## src/include/mem_net_macros.svh

```systemverilog
// network dimensions, memory message widths, bank select bit
// and receive buffer depth
`ifndef MEM_NET_MACROS_SVH
`define MEM_NET_MACROS_SVH

// ring size, node ids are one bit wide
`define MN_NUM_PORTS 2

// memory message fields
`define MN_OPQ_BITS  8
`define MN_ADDR_BITS 32
`define MN_DATA_BITS 32

// address bit that picks the bank in banked mode
`define MN_BANK_BIT  4

// receive buffer depth, equal to the credits a sender starts with
`define MN_CREDITS   4

`endif

```

## src/verilog/mem_net_pkg.sv

```systemverilog
// shared types of the memory network
// opcodes, request and response control, network header, arbiter state
`default_nettype none
`include "mem_net_macros.svh"

package mem_net_pkg;

	typedef logic [$clog2(`MN_NUM_PORTS)-1:0] port_id_t;

	typedef enum logic [2:0] {
		mem_read       = 3'd0,
		mem_write      = 3'd1,
		mem_write_init = 3'd2
	} mem_type_e;

	// the data word travels beside these fields, not inside them
	typedef struct packed {
		mem_type_e                msg_type;
		logic [`MN_OPQ_BITS-1:0]  opaque;
		logic [`MN_ADDR_BITS-1:0] addr;
	} mem_req_ctrl_t;

	typedef struct packed {
		mem_type_e               msg_type;
		logic [`MN_OPQ_BITS-1:0] opaque;
	} mem_resp_ctrl_t;

	typedef struct packed {
		port_id_t dest;
		port_id_t src;
		logic     domain;
	} net_hdr_t;

	// round robin memory of a ring router
	typedef enum logic {
		prefer_through,
		prefer_inject
	} arb_state_e;

endpackage

`default_nettype wire

```

## src/verilog/net_chan_if.sv

```systemverilog
// credit based link between network stages
// sender and receiver modports
`default_nettype none
`include "mem_net_macros.svh"

interface net_chan_if #(
	parameter int PAYLOAD_BITS = 8
);
	import mem_net_pkg::*;

	logic                     val;
	net_hdr_t                 hdr;
	logic [PAYLOAD_BITS-1:0]  payload;
	logic [`MN_DATA_BITS-1:0] data;
	// one pulse per entry dequeued at the receiver
	logic                     credit;

	modport sender (
		output val,
		output hdr,
		output payload,
		output data,
		input  credit
	);

	modport receiver (
		input  val,
		input  hdr,
		input  payload,
		input  data,
		output credit
	);

endinterface

`default_nettype wire

```

## src/verilog/mem_net_ring.sv

```systemverilog
// one complete two node ring for a single payload width
// decode, router and result stage per node, six credit links
`default_nettype none
`include "mem_net_macros.svh"

module mem_net_ring #(
	parameter int PAYLOAD_BITS = 8,
	parameter bit IS_REQ       = 1'b1
) (
	input  logic                                          clk,
	input  logic                                          reset,
	input  logic                                          mode,
	input  logic [`MN_NUM_PORTS-1:0]                      in_val,
	output logic [`MN_NUM_PORTS-1:0]                      in_rdy,
	input  logic [`MN_NUM_PORTS-1:0][PAYLOAD_BITS-1:0]    in_ctrl,
	input  logic [`MN_NUM_PORTS-1:0][`MN_DATA_BITS-1:0]   in_data,
	input  logic [`MN_NUM_PORTS-1:0]                      in_domain,
	output logic [`MN_NUM_PORTS-1:0]                      out_val,
	input  logic [`MN_NUM_PORTS-1:0]                      out_rdy,
	output logic [`MN_NUM_PORTS-1:0][PAYLOAD_BITS-1:0]    out_ctrl,
	output logic [`MN_NUM_PORTS-1:0][`MN_DATA_BITS-1:0]   out_data,
	output logic [`MN_NUM_PORTS-1:0]                      out_domain
);
	import mem_net_pkg::*;

	net_chan_if #(.PAYLOAD_BITS(PAYLOAD_BITS)) inj_link   [`MN_NUM_PORTS] ();
	net_chan_if #(.PAYLOAD_BITS(PAYLOAD_BITS)) ring_link  [`MN_NUM_PORTS] ();
	net_chan_if #(.PAYLOAD_BITS(PAYLOAD_BITS)) eject_link [`MN_NUM_PORTS] ();

	for (genvar n = 0; n < `MN_NUM_PORTS; n++) begin : g_node
		// ring link n leaves node n, node n takes link n-1
		localparam int PREV = (n + `MN_NUM_PORTS - 1) % `MN_NUM_PORTS;

		net_inject_decode #(.PAYLOAD_BITS(PAYLOAD_BITS), .IS_REQ(IS_REQ)) decode (
			.clk       (clk),
			.reset     (reset),
			.mode      (mode),
			.src_id    (port_id_t'(n)),
			.in_val    (in_val[n]),
			.in_rdy    (in_rdy[n]),
			.in_ctrl   (in_ctrl[n]),
			.in_data   (in_data[n]),
			.in_domain (in_domain[n]),
			.out       (inj_link[n])
		);

		ring_router #(.PAYLOAD_BITS(PAYLOAD_BITS)) router (
			.clk      (clk),
			.reset    (reset),
			.node_id  (port_id_t'(n)),
			.inj      (inj_link[n]),
			.ring_in  (ring_link[PREV]),
			.ring_out (ring_link[n]),
			.eject    (eject_link[n])
		);

		net_eject_result #(.PAYLOAD_BITS(PAYLOAD_BITS)) result (
			.clk        (clk),
			.reset      (reset),
			.in         (eject_link[n]),
			.out_val    (out_val[n]),
			.out_rdy    (out_rdy[n]),
			.out_ctrl   (out_ctrl[n]),
			.out_data   (out_data[n]),
			.out_domain (out_domain[n])
		);
	end

endmodule

`default_nettype wire

```

## src/verilog/mem_net_top.sv

```systemverilog
// memory network top level with request and response rings
// flat val/rdy ports for processor side and bank side of both ports
`default_nettype none
`include "mem_net_macros.svh"

module mem_net_top (
	input  logic                                                   clk,
	input  logic                                                   reset,
	input  logic                                                   mode,

	input  logic [$bits(mem_net_pkg::mem_req_ctrl_t)+`MN_DATA_BITS-1:0] req_in_msg_p0,
	input  logic                                                   req_in_val_p0,
	output logic                                                   req_in_rdy_p0,
	input  logic                                                   req_in_domain_p0,
	output mem_net_pkg::mem_req_ctrl_t                             req_out_ctrl_p0,
	output logic [`MN_DATA_BITS-1:0]                               req_out_data_p0,
	output logic                                                   req_out_domain_p0,
	output logic                                                   req_out_val_p0,
	input  logic                                                   req_out_rdy_p0,
	input  mem_net_pkg::mem_resp_ctrl_t                            resp_in_ctrl_p0,
	input  logic [`MN_DATA_BITS-1:0]                               resp_in_data_p0,
	input  logic                                                   resp_in_domain_p0,
	input  logic                                                   resp_in_val_p0,
	output logic                                                   resp_in_rdy_p0,
	output mem_net_pkg::mem_resp_ctrl_t                            resp_out_ctrl_p0,
	output logic [`MN_DATA_BITS-1:0]                               resp_out_data_p0,
	output logic                                                   resp_out_domain_p0,
	output logic                                                   resp_out_val_p0,
	input  logic                                                   resp_out_rdy_p0,

	input  logic [$bits(mem_net_pkg::mem_req_ctrl_t)+`MN_DATA_BITS-1:0] req_in_msg_p1,
	input  logic                                                   req_in_val_p1,
	output logic                                                   req_in_rdy_p1,
	input  logic                                                   req_in_domain_p1,
	output mem_net_pkg::mem_req_ctrl_t                             req_out_ctrl_p1,
	output logic [`MN_DATA_BITS-1:0]                               req_out_data_p1,
	output logic                                                   req_out_domain_p1,
	output logic                                                   req_out_val_p1,
	input  logic                                                   req_out_rdy_p1,
	input  mem_net_pkg::mem_resp_ctrl_t                            resp_in_ctrl_p1,
	input  logic [`MN_DATA_BITS-1:0]                               resp_in_data_p1,
	input  logic                                                   resp_in_domain_p1,
	input  logic                                                   resp_in_val_p1,
	output logic                                                   resp_in_rdy_p1,
	output mem_net_pkg::mem_resp_ctrl_t                            resp_out_ctrl_p1,
	output logic [`MN_DATA_BITS-1:0]                               resp_out_data_p1,
	output logic                                                   resp_out_domain_p1,
	output logic                                                   resp_out_val_p1,
	input  logic                                                   resp_out_rdy_p1
);
	import mem_net_pkg::*;

	localparam int REQ_BITS  = $bits(mem_req_ctrl_t);
	localparam int RESP_BITS = $bits(mem_resp_ctrl_t);
	localparam int D         = `MN_DATA_BITS;

	// ====================
	// request ring, processor to bank

	mem_net_ring #(.PAYLOAD_BITS(REQ_BITS), .IS_REQ(1'b1)) req_ring (
		.clk        (clk),
		.reset      (reset),
		.mode       (mode),
		.in_val     ({req_in_val_p1, req_in_val_p0}),
		.in_rdy     ({req_in_rdy_p1, req_in_rdy_p0}),
		// processor message holds control above the data word
		.in_ctrl    ({req_in_msg_p1[REQ_BITS+D-1:D], req_in_msg_p0[REQ_BITS+D-1:D]}),
		.in_data    ({req_in_msg_p1[D-1:0], req_in_msg_p0[D-1:0]}),
		.in_domain  ({req_in_domain_p1, req_in_domain_p0}),
		.out_val    ({req_out_val_p1, req_out_val_p0}),
		.out_rdy    ({req_out_rdy_p1, req_out_rdy_p0}),
		.out_ctrl   ({req_out_ctrl_p1, req_out_ctrl_p0}),
		.out_data   ({req_out_data_p1, req_out_data_p0}),
		.out_domain ({req_out_domain_p1, req_out_domain_p0})
	);

	// ====================
	// response ring, bank to processor

	mem_net_ring #(.PAYLOAD_BITS(RESP_BITS), .IS_REQ(1'b0)) resp_ring (
		.clk        (clk),
		.reset      (reset),
		.mode       (mode),
		.in_val     ({resp_in_val_p1, resp_in_val_p0}),
		.in_rdy     ({resp_in_rdy_p1, resp_in_rdy_p0}),
		.in_ctrl    ({resp_in_ctrl_p1, resp_in_ctrl_p0}),
		.in_data    ({resp_in_data_p1, resp_in_data_p0}),
		.in_domain  ({resp_in_domain_p1, resp_in_domain_p0}),
		.out_val    ({resp_out_val_p1, resp_out_val_p0}),
		.out_rdy    ({resp_out_rdy_p1, resp_out_rdy_p0}),
		.out_ctrl   ({resp_out_ctrl_p1, resp_out_ctrl_p0}),
		.out_data   ({resp_out_data_p1, resp_out_data_p0}),
		.out_domain ({resp_out_domain_p1, resp_out_domain_p0})
	);

endmodule

`default_nettype wire

```

## src/verilog/net_eject_result.sv

```systemverilog
// ejection stage with receive FIFO and credit return
// the FIFO head is presented as a val/rdy memory message
`default_nettype none
`include "mem_net_macros.svh"

module net_eject_result #(
	parameter int PAYLOAD_BITS = 8
) (
	input  logic                     clk,
	input  logic                     reset,
	net_chan_if.receiver             in,
	output logic                     out_val,
	input  logic                     out_rdy,
	output logic [PAYLOAD_BITS-1:0]  out_ctrl,
	output logic [`MN_DATA_BITS-1:0] out_data,
	output logic                     out_domain
);
	localparam int ENT_BITS = 1 + PAYLOAD_BITS + `MN_DATA_BITS;
	localparam int PTR_BITS = $clog2(`MN_CREDITS);
	localparam int CNT_BITS = PTR_BITS + 1;

	logic [ENT_BITS-1:0] mem [`MN_CREDITS];
	logic [PTR_BITS-1:0] wr_ptr;
	logic [PTR_BITS-1:0] rd_ptr;
	logic [CNT_BITS-1:0] count;
	logic                deq;

	// routing fields are dropped here, only the domain bit survives
	always_ff @(posedge clk) begin
		if (in.val) begin
			mem[wr_ptr] <= {in.hdr.domain, in.payload, in.data};
		end
	end

	always_ff @(posedge clk) begin
		if (reset) begin
			wr_ptr <= '0;
			rd_ptr <= '0;
			count  <= '0;
		end else begin
			wr_ptr <= wr_ptr + PTR_BITS'(in.val);
			rd_ptr <= rd_ptr + PTR_BITS'(deq);
			count  <= count + CNT_BITS'(in.val) - CNT_BITS'(deq);
		end
	end

	assign out_val                          = (count != '0);
	assign {out_domain, out_ctrl, out_data} = mem[rd_ptr];
	assign deq                              = out_val && out_rdy;
	assign in.credit                        = deq;

	// router credits bound the number of flits in flight to this FIFO
	assert property (@(posedge clk) disable iff (reset)
		in.val && count == CNT_BITS'(`MN_CREDITS) |-> deq)
		else $error("ejection FIFO overflow");

endmodule

`default_nettype wire

```

## src/verilog/net_inject_decode.sv

```systemverilog
// injection adapter from val/rdy memory message to routed flit
// destination logic and the injection link credit counter
`default_nettype none
`include "mem_net_macros.svh"

module net_inject_decode #(
	parameter int PAYLOAD_BITS = 8,
	parameter bit IS_REQ       = 1'b1
) (
	input  logic                     clk,
	input  logic                     reset,
	input  logic                     mode,
	input  mem_net_pkg::port_id_t    src_id,
	input  logic                     in_val,
	output logic                     in_rdy,
	input  logic [PAYLOAD_BITS-1:0]  in_ctrl,
	input  logic [`MN_DATA_BITS-1:0] in_data,
	input  logic                     in_domain,
	net_chan_if.sender               out
);
	import mem_net_pkg::*;

	localparam int CNT_BITS = $clog2(`MN_CREDITS) + 1;

	logic [CNT_BITS-1:0] credits;
	logic                xfer;
	port_id_t            dest;

	// ====================
	// routing

	if (IS_REQ) begin : g_req
		mem_req_ctrl_t req_ctrl;

		assign req_ctrl = in_ctrl;
		// single bank mode sends everything to bank 0
		assign dest = mode ? port_id_t'(0) : port_id_t'(req_ctrl.addr[`MN_BANK_BIT]);
	end else begin : g_resp
		mem_resp_ctrl_t resp_ctrl;

		assign resp_ctrl = in_ctrl;
		// requester put its own port in the opaque msb
		assign dest = port_id_t'(resp_ctrl.opaque[`MN_OPQ_BITS-1]);
	end

	// ====================
	// credits

	assign in_rdy = (credits != '0);
	assign xfer   = in_val && in_rdy;

	always_ff @(posedge clk) begin
		if (reset) begin
			credits <= CNT_BITS'(`MN_CREDITS);
		end else begin
			credits <= credits - CNT_BITS'(xfer) + CNT_BITS'(out.credit);
		end
	end

	assign out.val     = xfer;
	assign out.hdr     = '{dest: dest, src: src_id, domain: in_domain};
	assign out.payload = in_ctrl;
	assign out.data    = in_data;

	// the router never returns more credits than flits it was sent
	assert property (@(posedge clk) disable iff (reset)
		credits <= CNT_BITS'(`MN_CREDITS))
		else $error("injection credit counter overflow");

endmodule

`default_nettype wire

```

## src/verilog/ring_router.sv

```systemverilog
// ring node with through and injection buffers and a two way arbiter
// flits eject here or move on, one credit counter per output link
`default_nettype none
`include "mem_net_macros.svh"

module ring_router #(
	parameter int PAYLOAD_BITS = 8
) (
	input  logic                  clk,
	input  logic                  reset,
	input  mem_net_pkg::port_id_t node_id,
	net_chan_if.receiver          inj,
	net_chan_if.receiver          ring_in,
	net_chan_if.sender            ring_out,
	net_chan_if.sender            eject
);
	import mem_net_pkg::*;

	localparam int HDR_BITS  = $bits(net_hdr_t);
	localparam int FLIT_BITS = HDR_BITS + PAYLOAD_BITS + `MN_DATA_BITS;
	localparam int PTR_BITS  = $clog2(`MN_CREDITS);
	localparam int CNT_BITS  = PTR_BITS + 1;

	// inputs: 0 through traffic, 1 injected traffic
	logic                 in_val   [2];
	logic [FLIT_BITS-1:0] in_flit  [2];
	logic [FLIT_BITS-1:0] head     [2];
	net_hdr_t             head_hdr [2];
	logic [1:0]           can_go;
	logic [1:0]           grant;
	logic [1:0]           tgt;
	logic                 conflict;
	arb_state_e           arb;
	// outputs: 0 eject, 1 ring link
	logic [CNT_BITS-1:0]  cred     [2];
	logic [FLIT_BITS-1:0] out_flit [2];
	logic [1:0]           send;
	logic [1:0]           credit_in;

	assign in_val[0]      = ring_in.val;
	assign in_flit[0]     = {ring_in.hdr, ring_in.payload, ring_in.data};
	assign in_val[1]      = inj.val;
	assign in_flit[1]     = {inj.hdr, inj.payload, inj.data};
	assign ring_in.credit = grant[0];
	assign inj.credit     = grant[1];

	// ====================
	// input buffers

	for (genvar i = 0; i < 2; i++) begin : g_buf
		logic [FLIT_BITS-1:0] mem [`MN_CREDITS];
		logic [PTR_BITS-1:0]  wr_ptr;
		logic [PTR_BITS-1:0]  rd_ptr;
		logic [CNT_BITS-1:0]  count;

		always_ff @(posedge clk) begin
			if (in_val[i]) begin
				mem[wr_ptr] <= in_flit[i];
			end
		end

		always_ff @(posedge clk) begin
			if (reset) begin
				wr_ptr <= '0;
				rd_ptr <= '0;
				count  <= '0;
			end else begin
				wr_ptr <= wr_ptr + PTR_BITS'(in_val[i]);
				rd_ptr <= rd_ptr + PTR_BITS'(grant[i]);
				count  <= count + CNT_BITS'(in_val[i]) - CNT_BITS'(grant[i]);
			end
		end

		// the buffer register is the one cycle of the hop
		assign head[i]     = mem[rd_ptr];
		assign head_hdr[i] = head[i][FLIT_BITS-1 -: HDR_BITS];
		assign tgt[i]      = (head_hdr[i].dest != node_id);
		assign can_go[i]   = (count != '0) && (cred[tgt[i]] != '0);

		// upstream credits must keep this buffer from overflowing
		assert property (@(posedge clk) disable iff (reset)
			in_val[i] && count == CNT_BITS'(`MN_CREDITS) |-> grant[i])
			else $error("router input buffer overflow");
	end

	// ====================
	// arbitration

	assign conflict = can_go[0] && can_go[1] && (tgt[0] == tgt[1]);
	assign grant[0] = can_go[0] && !(conflict && arb == prefer_inject);
	assign grant[1] = can_go[1] && !(conflict && arb == prefer_through);

	// the loser of a conflict wins the next one
	always_ff @(posedge clk) begin
		if (reset) begin
			arb <= prefer_through;
		end else if (conflict) begin
			arb <= grant[0] ? prefer_inject : prefer_through;
		end
	end

	// ====================
	// output links

	assign credit_in[0] = eject.credit;
	assign credit_in[1] = ring_out.credit;

	for (genvar o = 0; o < 2; o++) begin : g_out
		assign send[o] = (grant[0] && tgt[0] == 1'(o)) || (grant[1] && tgt[1] == 1'(o));
		assign out_flit[o] = (grant[1] && tgt[1] == 1'(o)) ? head[1] : head[0];

		always_ff @(posedge clk) begin
			if (reset) begin
				cred[o] <= CNT_BITS'(`MN_CREDITS);
			end else begin
				cred[o] <= cred[o] - CNT_BITS'(send[o]) + CNT_BITS'(credit_in[o]);
			end
		end

		// downstream may only return credits for flits it holds
		assert property (@(posedge clk) disable iff (reset)
			cred[o] <= CNT_BITS'(`MN_CREDITS))
			else $error("router output credit overflow");
	end

	assign eject.val                                       = send[0];
	assign {eject.hdr, eject.payload, eject.data}          = out_flit[0];
	assign ring_out.val                                    = send[1];
	assign {ring_out.hdr, ring_out.payload, ring_out.data} = out_flit[1];

endmodule

`default_nettype wire
```

## config.mk

```make
export PLATFORM = sky130hd
export DESIGN_NAME = mem_net_top
export DESIGN_NICKNAME = d
export VERILOG_FILES = /design/src/verilog/mem_net_pkg.sv /design/src/verilog/net_chan_if.sv /design/src/verilog/mem_net_ring.sv /design/src/verilog/mem_net_top.sv /design/src/verilog/net_eject_result.sv /design/src/verilog/net_inject_decode.sv /design/src/verilog/ring_router.sv
export VERILOG_INCLUDE_DIRS = /design/src /design/src/include
export SDC_FILE = /design/constraint.sdc
export NUM_CORES = 2
export LEC_CHECK = 0
export ABC_AREA = 1
export BUFFER_PORTS_ARGS = -buffer_cell sky130_fd_sc_hd__buf_2
export CORE_AREA = 5 5 721 723
export CTS_CLUSTER_SIZE = 14
export DETAILED_ROUTE_END_ITERATION = 10
export DIE_AREA = 0 0 726 728
export PLACE_DENSITY = 0.4
export SLEW_MARGIN = 20
export SYNTH_ARGS = -nofsm -noshare
export SYNTH_HDL_FRONTEND = slang
export SYNTH_HIERARCHICAL = 1
export SYNTH_SLANG_ARGS = --single-unit
```

## constraint.sdc

```tcl
create_clock -name clk -period 7.6 [get_ports clk]
set_input_delay 0.76 -clock clk [delete_from_list [all_inputs] [get_ports clk]]
set_output_delay 0.76 -clock clk [all_outputs]
set_load 0.02 [all_outputs]
```

==> metrics.txt <==
Final WS setup=2.21 ns; r2r setup slk=2.21 ns; worst-margin pin slew=1.13 ns; Pint=0.0421 W; DIE AREA=0.529 mm^2; GPL Wtd Cong=0.773; Max Root-Sink Buffers=4; antenna-violating nets left=0; hold_sp=req_in_msg_p1[14]; TritonCTS Buffers=352; Final Hold Viols=0; initial antenna violation count=106; critical path class=reg -> reg; max-cap viol count=0; Arrival @ worst endpoint=5.96 ns; crit path launch type=flop; Row Count=263; worst vdd ir=432 uV; RSZ-0062 raised after global routing=false; slowest cell delay on critical path=0.94 ns; switch share=42.9%; crit end category=flop; Vias/cell=4.48; cells after synthesis=10321; Setup TNS=0 ns; YS warnings=6; CTS sink count=3036; Final Util=28.7%; Required @ worst endpoint=8.17 ns; total design power=0.0737 W; Final HPWL DP=268000 um; global-route wire length before repair=575000 um; clock latency on the worst-skew pair=0.97 ns; worst reg2reg path depth=16; FF-to-FF Start=req_ring/g_node[1].router/g_buf[1].rd_ptr[0]$_SDFF_PP0_; number of global-route vias before repair=77790; status=finished clean; mean post-synth cell area=12.2 um^2; Max Slew Vio Count=0; largest net degree at the start of global routing=210; CTS tree=done; Die H=728 um; Core Footprint=0.512 mm^2; switching power=0.0317 W; Stages on worst setup path=16; fillcell total=51858; Crit Path Max Fanout=78; Power Density=502 mW/mm^2; fmax=185 MHz; most frequent CP cell=nand2_1; hold depth=1; # H-tree levels=5; CP delay by family, top=buffers and inverters; initial drt markers=5379; part of the power in combinational logic=40.0%; Root Driver=clkbuf_16; type of the worst min-delay path=in -> reg; critical-path cell list=inv_4 > nand2_1 > nand3_1 > nand2_2 > nand2_2 > nand2_4 > nand2_1 > nand2_1 > nor2_4 > nand3_1 > nand3_4 > nand2_1 > inv_1 > nor3_2 > buf_4 > buf_4; Post-Syn Area=0.126 mm^2; crit path time final=5.39 ns; final WL=411000 um; CP startpoint=req_ring/g_node[1].router/g_buf[1].rd_ptr[0]$_SDFF_PP0_; CTS clk-pin slew, worst paths=0.05 ns; period utilization=71.0%; endpoints failing setup=0; crit path buf inv count=4; register share of total power=38.2%; GRT Overall Usage=14.9%; Initial Util=24.7%; slowest CP cell=dfxtp_4; Die Width=726 um; DR vias=79570; Clock Power Share=21.9%; fin nets=11012; grt ovf=0; Lkg Pwr=52.0 nW; IO Pins=499; final setup skew=0.0794 ns; dpl ws=2.15 ns; Pre-antenna DRT Iters=6; P&R area growth vs syn=16.3%; fraction of final layout cells sized beyond drive strength 1=13.0%; WL per Instance=23.1 um; worst hold-check slack=0.103 ns; Port Buf Inserts=498; Post-CTS Setup Repair Bufs=0; commonest non-fill, non-tap cell in the layout=edfxtp_1; DRC viols=0; commonest non-fill, non-tap cells in the layout=edfxtp_1, nand2_1, o21ai_0; Slew HR=24.8%
[per-layer routing]
layer  share of wire [%]  GRT usage, %  up-vias
met3                 4.6          2.32      544
li1                    -             -    37089
met1                  39          17.3    40144
met5               0.057             0        -
met2                  54          28.3     1753
met4                 2.4          3.37       40
[power groups by stage]
stage | Sequential (W) | Clock, W | Combinational, W
2_1_floorplan | 0.0282 | 0 | 0.0172
6_report | 0.0281 | 0.0161 | 0.0295
5_1_grt | 0.0285 | 0.0173 | 0.0322
3_3_place_gp | 0.0284 | 0 | 0.0300
4_1_cts | 0.0282 | 0.0167 | 0.0308
3_5_place_dp | 0.0285 | 0 | 0.0306
[registers in the layout, summed over array words and instances, names as in the netlist, 8 cells and up]
name	cells
req_ring/g_node.router/g_buf.mem	1232
resp_ring/g_node.router/g_buf.mem	720
req_ring/g_node.result/mem	608
resp_ring/g_node.result/mem	352
req_ring/g_node.router/cred	12
req_ring/g_node.router/g_buf.count	12
resp_ring/g_node.router/cred	12
resp_ring/g_node.router/g_buf.count	12
req_ring/g_node.router/g_buf.rd_ptr	8
req_ring/g_node.router/g_buf.wr_ptr	8
resp_ring/g_node.router/g_buf.rd_ptr	8
resp_ring/g_node.router/g_buf.wr_ptr	8
[path summary, 6_finish.rpt]
path / end
setup / recovery: req_ring/g_node[0].router/g_buf[0].mem[0][70]$_DFFE_PP_
hold / removal: req_ring/g_node[1].router/g_buf[1].mem[2][14]$_DFFE_PP_
setup reg to reg: req_ring/g_node[0].router/g_buf[0].mem[0][70]$_DFFE_PP_
hold reg to reg: req_ring/g_node[1].router/g_buf[1].count[2]$_SDFF_PP0_
[final cells by class]
cell class	count	area [um^2]	area share [%]
sequential	3036	90000	61.3
antenna	45	113	0.0767
clock inverter	194	1660	1.13
timing repair buffer	862	6030	4.11
clock buffer	452	9300	6.33
multi-input combinational	5682	28600	19.5
tap	6757	8450	5.76
inverter	731	2760	1.88
[timing repair]
action,4_1_cts,5_1_grt
hold buffers,220,0
endpoints found under the hold margin,876,0
resized for setup,0,0
[through the flow]
stage	instances	area, um^2
3_5_place_dp	16844	134000
3_3_place_gp	16843	133000
2_1_floorplan	10337	126000
4_1_cts	17710	147000
5_1_grt	17723	147000
6_report	17759	147000
(Power assumes the default switching activity.)
